$ cat src/audio_cfg_pkg.sv
`default_nettype none

package audio_cfg_pkg;

    // Field widths
    localparam int REG_ADDR_W = 7;
    localparam int REG_DATA_W = 9;
    localparam int FRAME_BITS = 28;
    localparam int NUM_REGS   = 7;

    typedef logic [REG_ADDR_W-1:0]            reg_addr_t;   // Codec register address
    typedef logic [REG_DATA_W-1:0]            reg_data_t;   // Nine bit register value
    typedef logic [REG_ADDR_W+REG_DATA_W-1:0] reg_word_t;   // Address above data
    typedef logic [FRAME_BITS-1:0]            i2c_frame_t;  // MSB goes out first
    typedef logic [2:0]                       reg_idx_t;
    typedef logic [4:0]                       bit_cnt_t;

    // Device address byte with the write bit
    localparam logic [7:0] CODEC_ADDR = 8'h34;

    localparam reg_idx_t LAST_REG_IDX = reg_idx_t'(NUM_REGS - 1);
    localparam bit_cnt_t FRAME_END    = bit_cnt_t'(FRAME_BITS);

    // Acknowledge positions, counted from the first bit on the wire
    localparam bit_cnt_t ACK_SLOT_0 = 5'd8;
    localparam bit_cnt_t ACK_SLOT_1 = 5'd17;
    localparam bit_cnt_t ACK_SLOT_2 = 5'd26;

    // Power-up writes in send order
    localparam reg_word_t INIT_TABLE [NUM_REGS] = '{
        {reg_addr_t'(7'h0F), reg_data_t'(9'h000)},  // Reset
        {reg_addr_t'(7'h04), reg_data_t'(9'h015)},  // Analogue path
        {reg_addr_t'(7'h05), reg_data_t'(9'h000)},  // Digital path
        {reg_addr_t'(7'h06), reg_data_t'(9'h000)},  // Power-down
        {reg_addr_t'(7'h07), reg_data_t'(9'h042)},  // Interface format
        {reg_addr_t'(7'h08), reg_data_t'(9'h019)},  // Sampling control
        {reg_addr_t'(7'h09), reg_data_t'(9'h001)}   // Active control
    };

    typedef enum logic [1:0] {
        SEQ_IDLE,
        SEQ_LOAD,
        SEQ_WAIT,
        SEQ_DONE
    } seq_state_t;

    // Bit engine states
    typedef enum logic [2:0] {
        SH_IDLE,
        SH_SETUP,   // Start condition
        SH_HIGH,
        SH_LOW,
        SH_STOP,
        SH_GAP
    } shift_state_t;

endpackage

`default_nettype wire

$ cat src/codec_reg_sequencer.sv
`timescale 1ns/1ps
`default_nettype none

module codec_reg_sequencer (
    input  logic                      i_clk,
    input  logic                      i_rst_n,
    input  logic                      i_start,
    input  logic                      i_frame_done,
    output audio_cfg_pkg::i2c_frame_t o_frame,
    output logic                      o_frame_load,
    output audio_cfg_pkg::reg_idx_t   o_reg_idx,
    output logic                      o_run_start,
    output logic                      o_seq_done
);

    audio_cfg_pkg::seq_state_t state_r, state_w;
    audio_cfg_pkg::reg_idx_t   idx_r, idx_w;
    audio_cfg_pkg::i2c_frame_t frame_r, frame_w;

    logic start_d_r;        // Previous i_start
    logic start_edge_r;     // Registered rising edge
    logic load_r, load_w;
    logic run_start_r, run_start_w;
    logic done_r, done_w;

    // Address byte and the two entry bytes each end in a released slot
    function automatic audio_cfg_pkg::i2c_frame_t build_frame(
        input audio_cfg_pkg::reg_idx_t idx
    );
        audio_cfg_pkg::reg_word_t word;
        word = audio_cfg_pkg::INIT_TABLE[idx];
        return {audio_cfg_pkg::CODEC_ADDR, 1'b1,
                word[15:8], 1'b1,
                word[7:0], 1'b1,
                1'b0};
    endfunction

    assign o_frame      = frame_r;
    assign o_frame_load = load_r;
    assign o_reg_idx    = idx_r;
    assign o_run_start  = run_start_r;
    assign o_seq_done   = done_r;

    always_comb begin
        state_w     = state_r;
        idx_w       = idx_r;
        frame_w     = frame_r;
        load_w      = 1'b0;
        run_start_w = 1'b0;
        done_w      = 1'b0;
        case (state_r)
            audio_cfg_pkg::SEQ_IDLE: begin
                if (start_edge_r) begin     // Edges in other states are dropped
                    state_w     = audio_cfg_pkg::SEQ_LOAD;
                    idx_w       = '0;
                    frame_w     = build_frame('0);
                    load_w      = 1'b1;
                    run_start_w = 1'b1;
                end
            end
            audio_cfg_pkg::SEQ_LOAD: begin
                state_w = audio_cfg_pkg::SEQ_WAIT;
            end
            audio_cfg_pkg::SEQ_WAIT: begin
                if (i_frame_done) begin
                    if (idx_r == audio_cfg_pkg::LAST_REG_IDX) begin
                        state_w = audio_cfg_pkg::SEQ_DONE;
                        done_w  = 1'b1;
                    end else begin
                        state_w = audio_cfg_pkg::SEQ_LOAD;
                        idx_w   = idx_r + 3'd1;
                        frame_w = build_frame(idx_r + 3'd1);
                        load_w  = 1'b1;
                    end
                end
            end
            audio_cfg_pkg::SEQ_DONE: begin
                state_w = audio_cfg_pkg::SEQ_IDLE;
            end
            default: begin
                state_w = audio_cfg_pkg::SEQ_IDLE;
            end
        endcase
    end

    always_ff @(posedge i_clk or posedge i_rst_n) begin
        if (i_rst_n) begin
            state_r      <= audio_cfg_pkg::SEQ_IDLE;
            idx_r        <= '0;
            start_d_r    <= 1'b0;
            start_edge_r <= 1'b0;
            load_r       <= 1'b0;
            run_start_r  <= 1'b0;
            done_r       <= 1'b0;
        end else begin
            state_r      <= state_w;
            idx_r        <= idx_w;
            start_d_r    <= i_start;
            start_edge_r <= i_start & ~start_d_r;
            load_r       <= load_w;
            run_start_r  <= run_start_w;
            done_r       <= done_w;
        end
    end

    always_ff @(posedge i_clk) begin
        frame_r <= frame_w;
    end

    // A finished frame always finds the sequencer waiting for it
    a_done_in_wait: assert property (
        @(posedge i_clk) disable iff (i_rst_n)
        i_frame_done |-> (state_r == audio_cfg_pkg::SEQ_WAIT)
    );

endmodule

`default_nettype wire

$ cat src/i2c_frame_shifter.sv
`timescale 1ns/1ps
`default_nettype none

module i2c_frame_shifter (
    input  logic                      i_clk,
    input  logic                      i_rst_n,
    input  audio_cfg_pkg::i2c_frame_t i_frame,
    input  logic                      i_frame_load,
    output logic                      o_sclk,
    output logic                      o_sdat,
    output logic                      o_oen,
    output logic                      o_scl_rise,
    output logic                      o_frame_done
);

    audio_cfg_pkg::shift_state_t state_r, state_w;
    audio_cfg_pkg::i2c_frame_t   shift_r, shift_w;
    audio_cfg_pkg::bit_cnt_t     cnt_r, cnt_w;      // Next bit to drive
    audio_cfg_pkg::bit_cnt_t     bit_on_bus;

    logic scl_r, scl_w;
    logic sda_r, sda_w;
    logic oen_r, oen_w;
    logic rise_r, rise_w;
    logic done_r, done_w;
    logic ack_slot;

    assign ack_slot = (cnt_r == audio_cfg_pkg::ACK_SLOT_0) ||
                      (cnt_r == audio_cfg_pkg::ACK_SLOT_1) ||
                      (cnt_r == audio_cfg_pkg::ACK_SLOT_2);

    // Counter has already moved past the bit being shown
    assign bit_on_bus = cnt_r - 5'd1;

    assign o_sclk       = scl_r;
    assign o_sdat       = sda_r;
    assign o_oen        = oen_r;
    assign o_scl_rise   = rise_r;
    assign o_frame_done = done_r;

    always_comb begin
        state_w = state_r;
        shift_w = shift_r;
        cnt_w   = cnt_r;
        scl_w   = scl_r;
        sda_w   = sda_r;
        oen_w   = oen_r;
        rise_w  = 1'b0;
        done_w  = 1'b0;
        case (state_r)
            audio_cfg_pkg::SH_IDLE: begin
                if (i_frame_load) begin
                    shift_w = i_frame;
                    cnt_w   = '0;
                    state_w = audio_cfg_pkg::SH_SETUP;
                end
            end
            audio_cfg_pkg::SH_SETUP: begin
                sda_w   = 1'b0;             // SDA falls under a high SCL
                state_w = audio_cfg_pkg::SH_LOW;
            end
            audio_cfg_pkg::SH_LOW: begin
                scl_w   = 1'b0;
                sda_w   = shift_r[audio_cfg_pkg::FRAME_BITS-1];
                shift_w = shift_r << 1;
                oen_w   = ~ack_slot;        // Let the codec drive the slot
                cnt_w   = cnt_r + 5'd1;
                state_w = audio_cfg_pkg::SH_HIGH;
            end
            audio_cfg_pkg::SH_HIGH: begin
                scl_w   = 1'b1;
                rise_w  = 1'b1;
                if (cnt_r == audio_cfg_pkg::FRAME_END) begin
                    state_w = audio_cfg_pkg::SH_STOP;
                end else begin
                    state_w = audio_cfg_pkg::SH_LOW;
                end
            end
            audio_cfg_pkg::SH_STOP: begin
                sda_w   = 1'b1;             // Trailing low bit rises to the stop
                state_w = audio_cfg_pkg::SH_GAP;
            end
            audio_cfg_pkg::SH_GAP: begin
                done_w  = 1'b1;
                state_w = audio_cfg_pkg::SH_IDLE;
            end
            default: begin
                state_w = audio_cfg_pkg::SH_IDLE;
            end
        endcase
    end

    always_ff @(posedge i_clk or posedge i_rst_n) begin
        if (i_rst_n) begin
            state_r <= audio_cfg_pkg::SH_IDLE;
            cnt_r   <= '0;
            scl_r   <= 1'b1;            // Bus idles high
            sda_r   <= 1'b1;
            oen_r   <= 1'b1;
            rise_r  <= 1'b0;
            done_r  <= 1'b0;
        end else begin
            state_r <= state_w;
            cnt_r   <= cnt_w;
            scl_r   <= scl_w;
            sda_r   <= sda_w;
            oen_r   <= oen_w;
            rise_r  <= rise_w;
            done_r  <= done_w;
        end
    end

    // Frame payload
    always_ff @(posedge i_clk) begin
        shift_r <= shift_w;
    end

    // Data only moves under a high clock for start and stop
    a_sda_stable_high: assert property (
        @(posedge i_clk) disable iff (i_rst_n)
        (o_sclk && $past(o_sclk) && (o_sdat != $past(o_sdat))) |->
            ($past(state_r) == audio_cfg_pkg::SH_SETUP ||
             $past(state_r) == audio_cfg_pkg::SH_STOP)
    );

    a_oen_at_ack: assert property (
        @(posedge i_clk) disable iff (i_rst_n)
        !o_oen |->
            ((state_r == audio_cfg_pkg::SH_HIGH || state_r == audio_cfg_pkg::SH_LOW) &&
             (bit_on_bus == audio_cfg_pkg::ACK_SLOT_0 ||
              bit_on_bus == audio_cfg_pkg::ACK_SLOT_1 ||
              bit_on_bus == audio_cfg_pkg::ACK_SLOT_2))
    );

endmodule

`default_nettype wire

$ cat src/i2c_ack_monitor.sv
`timescale 1ns/1ps
`default_nettype none

module i2c_ack_monitor (
    input  logic                    i_clk,
    input  logic                    i_rst_n,
    input  logic                    i_run_start,
    input  logic                    i_frame_load,
    input  audio_cfg_pkg::reg_idx_t i_reg_idx,
    input  logic                    i_oen,
    input  logic                    i_scl_rise,
    input  logic                    i_sdat_in,
    input  logic                    i_seq_done,
    output logic                    o_nack,
    output audio_cfg_pkg::reg_idx_t o_nack_reg,
    output logic                    o_finished
);

    audio_cfg_pkg::reg_idx_t cur_idx_r;     // Register now on the bus
    audio_cfg_pkg::reg_idx_t nack_reg_r;

    logic       in_frame_r;
    logic [1:0] ack_cnt_r;                  // Slots seen in this frame
    logic       nack_r;
    logic       finished_r;
    logic       ack_sample;

    // Codec owns SDA in this clock high phase
    assign ack_sample = in_frame_r & i_scl_rise & ~i_oen;

    assign o_nack     = nack_r;
    assign o_nack_reg = nack_reg_r;
    assign o_finished = finished_r;

    always_ff @(posedge i_clk or posedge i_rst_n) begin
        if (i_rst_n) begin
            in_frame_r <= 1'b0;
            ack_cnt_r  <= '0;
            nack_r     <= 1'b0;
            nack_reg_r <= '0;
            finished_r <= 1'b0;
        end else begin
            if (i_run_start) begin
                nack_r     <= 1'b0;
                nack_reg_r <= '0;
                finished_r <= 1'b0;
            end else begin
                if (ack_sample && i_sdat_in && !nack_r) begin
                    nack_r     <= 1'b1;     // First refusal wins
                    nack_reg_r <= cur_idx_r;
                end
                if (i_seq_done) begin
                    finished_r <= 1'b1;
                end
            end

            if (i_frame_load) begin
                in_frame_r <= 1'b1;
                ack_cnt_r  <= '0;
            end else if (ack_sample) begin
                ack_cnt_r <= ack_cnt_r + 2'd1;
                if (ack_cnt_r == 2'd2) begin
                    in_frame_r <= 1'b0;     // Third slot closes the frame
                end
            end
        end
    end

    always_ff @(posedge i_clk) begin
        if (i_frame_load) begin
            cur_idx_r <= i_reg_idx;
        end
    end

    // Sequencer must wait out every frame before finishing
    a_done_outside_frame: assert property (
        @(posedge i_clk) disable iff (i_rst_n)
        i_seq_done |-> !in_frame_r
    );

endmodule

`default_nettype wire

$ cat src/codec_i2c_init_top.sv
`timescale 1ns/1ps
`default_nettype none

module codec_i2c_init_top (
    input  logic                    i_clk,
    input  logic                    i_rst_n,
    input  logic                    i_start,
    input  logic                    i_sdat_in,
    output logic                    o_sclk,
    output logic                    o_sdat,
    output logic                    o_oen,
    output logic                    o_finished,
    output logic                    o_nack,
    output audio_cfg_pkg::reg_idx_t o_nack_reg
);

    audio_cfg_pkg::i2c_frame_t frame;
    audio_cfg_pkg::reg_idx_t   reg_idx;

    logic frame_load;
    logic frame_done;
    logic run_start;
    logic seq_done;
    logic scl_rise;

    // Walks the table and builds frames
    codec_reg_sequencer codec_reg_sequencer_inst (
        .i_clk        (i_clk),
        .i_rst_n      (i_rst_n),
        .i_start      (i_start),
        .i_frame_done (frame_done),
        .o_frame      (frame),
        .o_frame_load (frame_load),
        .o_reg_idx    (reg_idx),
        .o_run_start  (run_start),
        .o_seq_done   (seq_done)
    );

    i2c_frame_shifter i2c_frame_shifter_inst (
        .i_clk        (i_clk),
        .i_rst_n      (i_rst_n),
        .i_frame      (frame),
        .i_frame_load (frame_load),
        .o_sclk       (o_sclk),
        .o_sdat       (o_sdat),
        .o_oen        (o_oen),
        .o_scl_rise   (scl_rise),
        .o_frame_done (frame_done)
    );

    // Judges the codec answers
    i2c_ack_monitor i2c_ack_monitor_inst (
        .i_clk        (i_clk),
        .i_rst_n      (i_rst_n),
        .i_run_start  (run_start),
        .i_frame_load (frame_load),
        .i_reg_idx    (reg_idx),
        .i_oen        (o_oen),
        .i_scl_rise   (scl_rise),
        .i_sdat_in    (i_sdat_in),
        .i_seq_done   (seq_done),
        .o_nack       (o_nack),
        .o_nack_reg   (o_nack_reg),
        .o_finished   (o_finished)
    );

endmodule

`default_nettype wire

$ cat config.mk
export PLATFORM = sky130hd
export DESIGN_NAME = codec_i2c_init_top
export DESIGN_NICKNAME = d
export VERILOG_FILES = /design/src/audio_cfg_pkg.sv /design/src/codec_reg_sequencer.sv /design/src/i2c_frame_shifter.sv /design/src/i2c_ack_monitor.sv /design/src/codec_i2c_init_top.sv
export SDC_FILE = /design/constraint.sdc
export NUM_CORES = 1
export LEC_CHECK = 0
export ABC_AREA = 1
export BUFFER_PORTS_ARGS = -buffer_cell sky130_fd_sc_hd__buf_2
export CAP_MARGIN = 5
export CORE_MARGIN = 5
export CORE_UTILIZATION = 40
export CTS_CLUSTER_SIZE = 30
export DETAILED_ROUTE_END_ITERATION = 6
export GPL_TIMING_DRIVEN = 0
export HOLD_SLACK_MARGIN = 0.05
export SLEW_MARGIN = 20
export SYNTH_ARGS = -nofsm -noshare
export SYNTH_HDL_FRONTEND = slang
export SYNTH_SLANG_ARGS = --single-unit
$ cat constraint.sdc
create_clock -name i_clk -period 2.25 [get_ports i_clk]
set_clock_uncertainty 0.15 [all_clocks]
set_input_delay 0.225 -clock i_clk [delete_from_list [all_inputs] [get_ports i_clk]]
set_output_delay 0.225 -clock i_clk [all_outputs]
set_load 0.02 [all_outputs]
Word-level counts from Yosys, hierarchy flattened

Memories as Yosys holds them, arrays and structs flattened.
Index checks and enable logic that the tools add are counted.

Reductions and logical operators: 19
Bitwise gates (word level): 7
Equality and inequality tests: 18
$lt $le $gt $ge: 1
Add/sub/neg operators: 3
Multiplexer cells: 44

Operators by type and width:

| operator                                                                | count |
|---|---|
| 28-bit two-way mux                                                      | 4 |
| 28-bit case mux with 2 select lines                                     | 2 |
| 16-bit two-way mux                                                      | 2 |
| 3-bit two-way mux                                                       | 7 |
| 1-bit two-way mux                                                       | 16 |
| 5-bit equality test, second input constant                              | 3 |
| 3-bit case mux with 5 select lines                                      | 1 |
| 2-bit nonzero test                                                      | 7 |
| 2-bit two-way mux                                                       | 5 |
| 5-bit case mux with 2 select lines                                      | 1 |
| 3-bit equality test, second input constant                              | 3 |
| 2-bit case mux with 4 select lines                                      | 1 |
| 2-bit equality test, second input constant                              | 3 |
| 3-bit by 2-bit equality test with 1-bit output, second input constant   | 2 |
| 3-bit case mux with 2 select lines                                      | 1 |
| 2-bit AND reduction                                                     | 3 |
| 5-bit by 1-bit adder with 5-bit output, second input constant           | 1 |
| 5-bit by 4-bit equality test with 1-bit output, second input constant   | 1 |
| 5-bit two-way mux                                                       | 1 |
| 4-bit >= comparator, second input constant                              | 1 |
| 2-bit by 1-bit inequality test with 1-bit output, second input constant | 2 |
| 2-bit inequality test, second input constant                            | 2 |
| 3-bit inverter with 4-bit output                                        | 1 |
| 1-bit case mux with 2 select lines                                      | 2 |
| 14 further kinds                                                        | 20 |

Input port bits: 4
Memory bits (read-only): 128
Memories: 1
Output and inout port bits: 8
Logic and storage cells: 115
Flip-flop bits (word level): 90

Memory list:

| name            | depth | width | rd ports | clocked after memory_dff | write ports | RTL line                  | RTL |
|---|---|---|---|---|---|---|---|
| (no name shown) | 8     | 16    | 1        | 0                        | 0           | codec_reg_sequencer.sv:31 | `word = audio_cfg_pkg::INIT_TABLE[idx];` |

Depth between registers and ports, before layout

Depth in word-level cells: 8
Depth in mapped cells: 7
Mapped depth without buffers: 7

Cells and area by module

A second synthesis with hierarchy kept.

Cells, all modules: 353
Area, all modules: 3399.5 um^2

Modules (own cells, without submodules):

| module              | times used | cells an instance | sequential area each (um^2) | area an instance (um^2) |
|---|---|---|---|---|
| i2c_frame_shifter   | 1          | 205               | 1169.9                      | 1906.8 |
| codec_reg_sequencer | 1          | 105               | 520.5                       | 1032.2 |
| i2c_ack_monitor     | 1          | 43                | 290.3                       | 460.4 |

Worst setup path after synthesis

OpenSTA, ideal clock, no wires.

Path kind: reg-to-reg
Start: reg codec_reg_sequencer_inst.idx_r[0], in the netlist codec_reg_sequencer_inst.o_reg_idx[0]
End: reg codec_reg_sequencer_inst.frame_r[12], in the netlist codec_reg_sequencer_inst.o_frame[12] (enable)
Stages on the path, launching flop included: 6
Setup time: 0.390 ns
Buffers on the path: 0
Data required time: 1.710 ns
Period minus slack after synthesis: 2.173 ns
Slack: 0.077 ns
Arrival time: 1.633 ns
Cell sequence: dfrtp_1 inv_1 ha_1 nand2_1 nand2_1 o21ai_0

Cells in the longest elaborated chain, start to end: 3

Ends and longest elaborated chain:

| what                            | RTL line                   | RTL |
|---|---|---|
| start, declared                 | codec_reg_sequencer.sv:17  | `audio_cfg_pkg::reg_idx_t idx_r, idx_w;` |
| start signal, assigned          | codec_reg_sequencer.sv:97  | `idx_r <= idx_w;` |
| 3-bit equality test             | codec_reg_sequencer.sv:66  | `if (idx_r == audio_cfg_pkg::LAST_REG_IDX) begin` |
| 2-bit inequality test (no line) | -                          |  |
| 4-bit AND reduction (no line)   | -                          |  |
| end signal, assigned            | codec_reg_sequencer.sv:107 | `frame_r <= frame_w;` |
| end, declared                   | codec_reg_sequencer.sv:18  | `audio_cfg_pkg::i2c_frame_t frame_r, frame_w;` |

No other way between the ends.
A chain may end at the register's enable or synchronous reset.

Worst setup path after layout

Start: reg i2c_frame_shifter_inst.state_r[0]
End: reg i2c_frame_shifter_inst.shift_r[5] (enable)

Cells in the longest elaborated chain, start to end: 3
Elaborated cells between the ends (all ways): 5
Classes of those cells: eq/ne: 2; reduce/logical: 3

Ends and longest elaborated chain:

| what                                                                              | RTL line                 | RTL |
|---|---|---|
| start, declared                                                                   | i2c_frame_shifter.sv:16  | `audio_cfg_pkg::shift_state_t state_r, state_w;` |
| start signal, assigned                                                            | i2c_frame_shifter.sv:95  | `state_r <= audio_cfg_pkg::SH_IDLE;` |
| start signal, assigned                                                            | i2c_frame_shifter.sv:103 | `state_r <= state_w;` |
| 3-bit by 2-bit equality test with 1-bit output or 3-bit zero test (tied branches) | i2c_frame_shifter.sv:50  | `case (state_r)` |
| 2-bit nonzero test (no line) or 2-bit inequality test (tied branches)             | -                        |  |
| 2-bit AND reduction (no line) (*)                                                 | -                        |  |
| end signal, assigned                                                              | i2c_frame_shifter.sv:115 | `shift_r <= shift_w;` |
| end, declared                                                                     | i2c_frame_shifter.sv:17  | `audio_cfg_pkg::i2c_frame_t shift_r, shift_w;` |

Mark *: on every way between the ends. The rest lies on a longest branch, timed or not.

==> results.toml <==
[outcome]
status = "finished clean"

[worst_setup_path]
cp_top_family = "simple AND/OR/NAND/NOR gates"
cp_num_buf_inv = 0
critPathMaxFanout = 27
critical-path-slowest-cell = "sky130_fd_sc_hd__nand2_2"
critPathRequiredTime_ns = 2.08
critical_path_class = "reg2reg"
critPathMaxStageDelay_ns = 0.57
cp-end-kind = "flop"
cp_cell_sequence = "nor2_1 -> nand3_1 -> nand2_2"
timing.critical_path.from_type = "flop"
timing.critical_path.arrival_ns = 1.86

[placement]
detailed_place_hpwl_um = 3340
place_congestion = 0.832
dp_cells = 409
port_buffers = 11

[pwr]
ir_drop_uv = 534
power.switching_fraction_pct = 35.5
p_int_mw = 2.83
clock_power_share_pct = 22.8
seqPwrFrac_pct = 50.0
switching_power_mw = 1.56
p_comb_share_pct = 27.3
cellPowerDensity_nw_per_um2 = 1280
power_leakage_nw = 1.58

[timing]
period_share_pct = 90.3
slew_headroom_pct = 56.8
slew_violations = 0
unrepaired_setup_endpoints_after_global_routing = "false"
timing.final.setup_violations = 0
finalHoldViolCount = 0
final_period_minus_worst_setup_slack_ns = 2.03
finalHoldWorstSlack_ns = 0.0932
highest_clock_rate_ghz = 0.492
tightestPinTransition_ns = 0.647

[synth]
synth_area_per_cell_sq_um = 10.1
yosys_register_bits = 70
netlist_instances = 299
synthDistinctLibCells = 23
synth.yosys.seq_area_share_pct = 64.5
yosys_warnings = 0
synth_nets = 313
syn-cell-area_sq_um = 3030

[finish]
layout.filler_cells = 725
final_core_utilization_pct = 47.0
largest_register_ffs = 27
register_with_the_most_flip_flops = "i2c_frame_shifter_inst.shift_r"
drive_above_1_share_pct = 14.3
nNetsFinal = 337
antenna-diode-count = 0
layout-area-overhead-vs-synth_pct = 13.3
layoutNonFillerInstCount = 427

[die]
dieHeight_um = 97.0
core.rowCount = 31
io-pin-count = 12
dieArea_sq_um = 9400
core-area_sq_um = 7290
chipWidth_um = 97.0
initial_core_util_pct = 41.5

[clocking]
postCtsSetupBuffers = 0
clock_latency_ns = 0.35
tritoncts.num_buffers = 9
cts-root-to-sink-buffers = 2
clock_sink_count = 70
cts-htree-levels = 3
cts-root-buf = "sky130_fd_sc_hd__clkbuf_8"
cts_tree = "done"
clkSlewWorstSetupHoldPaths_ns = 0.09

[global_routing]
grt_max_degree = 32
grt_pass1_vias = 1922
track_usage_pct = 11.5
grt_first_pass_wirelength_um = 8650
globalRoute.totalOverflow = 0
antenna_found_initial = 0

[routing]
routed_wire_length_per_instance_um = 11.7
detailroute.via_count = 1956
post-route-drc-count = 0
drtIter0Drc = 74
postRouteAntennaNets = 0
postRouteWirelength_um = 4990
drt_pre_antenna_iters = 4
detail_route.vias_per_cell = 4.58

[job]
maxCapViolations = 0

[hold_path]
min-delay-path-class = "in2reg"
==> cell usage in the layout, fill, tap and decap left out, drive strengths merged <==
cell type    count
nand2           86
inv             44
edfxtp          39
nor2            34
dfrtp           28
nand3           25
o21ai           16
buf             15
ha              10
clkbuf          10
or2              6
nand4            5
dfstp            3
nor3             2
dlygate4sd3      2
a21oi            1
o22ai            1
clkinv           1
==> per-stage QoR <==
stage	setup TNS [ns]	power, mW	cell area [sq um]	worst slack [ns]
6_report	0	4.39	3430	0.218
3_3_place_gp	-7.13	3.41	3200	-0.399
4_1_cts	0	4.46	3430	0.198
2_1_floorplan	0	3.09	3030	0.0769
3_5_place_dp	-3.64	3.44	3200	-0.136
5_1_grt	0	4.74	3430	0.0468
==> synth_stat cells, drive strengths merged <==
| cell | count | share of area [%] |
|---|---|---|
| o21ai | 16 | 2.6 |
| nand4 | 5 | 1.0 |
| nor2 | 34 | 4.5 |
| edfxtp | 39 | 39 |
| ha | 10 | 4.1 |
| dfstp | 3 | 2.6 |
| a21oi | 1 | 0.17 |
| o22ai | 1 | 0.21 |
| or2 | 6 | 1.2 |
| dfrtp | 28 | 23 |
| inv | 39 | 4.8 |
| nand2 | 86 | 11 |
| nor3 | 2 | 0.33 |
| buf | 4 | 1.1 |
| nand3 | 25 | 4.5 |
==> area by class of cell <==
class | count | area [sq um] | share of cell area [%]
Sequential cell | 70 | 1950 | 56.9
Multi-Input combinational cell | 186 | 902 | 26.3
Clock buffer | 10 | 149 | 4.34
Inverter | 39 | 146 | 4.27
Tap cell | 99 | 124 | 3.61
Timing Repair Buffer | 13 | 75.1 | 2.19
Clock inverter | 6 | 47.5 | 1.39
Buffer | 4 | 32.5 | 0.949
==> metal layers <==
layer,track usage [%],up-vias,wire [um]
met1,14.9,912,2470
li1,-,1018,-
met2,17.4,19,2300
met3,3.24,7,120
met5,0,-,0
met4,6.26,0,102
==> cells by family after synthesis <==
group           count (synthesis)  share of synthesized area, %
fa+ha+maj                      10                          4.14
simple gates                  158                          22.5
buf+inv                        43                          5.91
flops                          70                          64.5
compound gates                 18                          3.02
==> power by group through the flow <==
stage,sequential (mW),clock [mW],combinational (mW)
floorplan,2.20,0,0.890
global placement,2.22,0,1.19
detailed placement,2.23,0,1.21
CTS,2.20,1.03,1.23
global route,2.25,1.09,1.39
finish,2.20,0.999,1.20
==> repair_timing <==
item                                    CTS  global route
endpoints found under the setup margin   32             0
hold buffers                              2             0
endpoints found under the hold margin    30             0
resized for setup                         2             0
==> path summary, 6_finish.rpt <==
check / start / to / slack [ns] / depth (start not counted)
worst max-delay path: i2c_frame_shifter_inst.state_r[0] / i2c_frame_shifter_inst.shift_r[5] / 0.22 / 3
worst min-delay path: i_sdat_in / i2c_ack_monitor_inst.o_nack_reg[2] / 0.09 / 5
worst max register to register: i2c_frame_shifter_inst.state_r[0] / i2c_frame_shifter_inst.shift_r[5] / 0.22 / 3
worst min register to register: codec_reg_sequencer_inst.start_d_r / codec_reg_sequencer_inst.start_edge_r / 0.25 / 1
max in group asynchronous: i_rst_n / i2c_frame_shifter_inst.state_r[2] / 1.16 / 3
min in group asynchronous: i_rst_n / codec_reg_sequencer_inst.o_reg_idx[1] / 0.36 / 3
==> worst reg2reg max path, stage by stage, from the launching register on <==
cell	delay (ns)
sky130_fd_sc_hd__dfrtp_1	0.47
sky130_fd_sc_hd__nor2_1	0.20
sky130_fd_sc_hd__nand3_1	0.27
sky130_fd_sc_hd__nand2_2	0.57
Power figures use the tool's default switching activity.
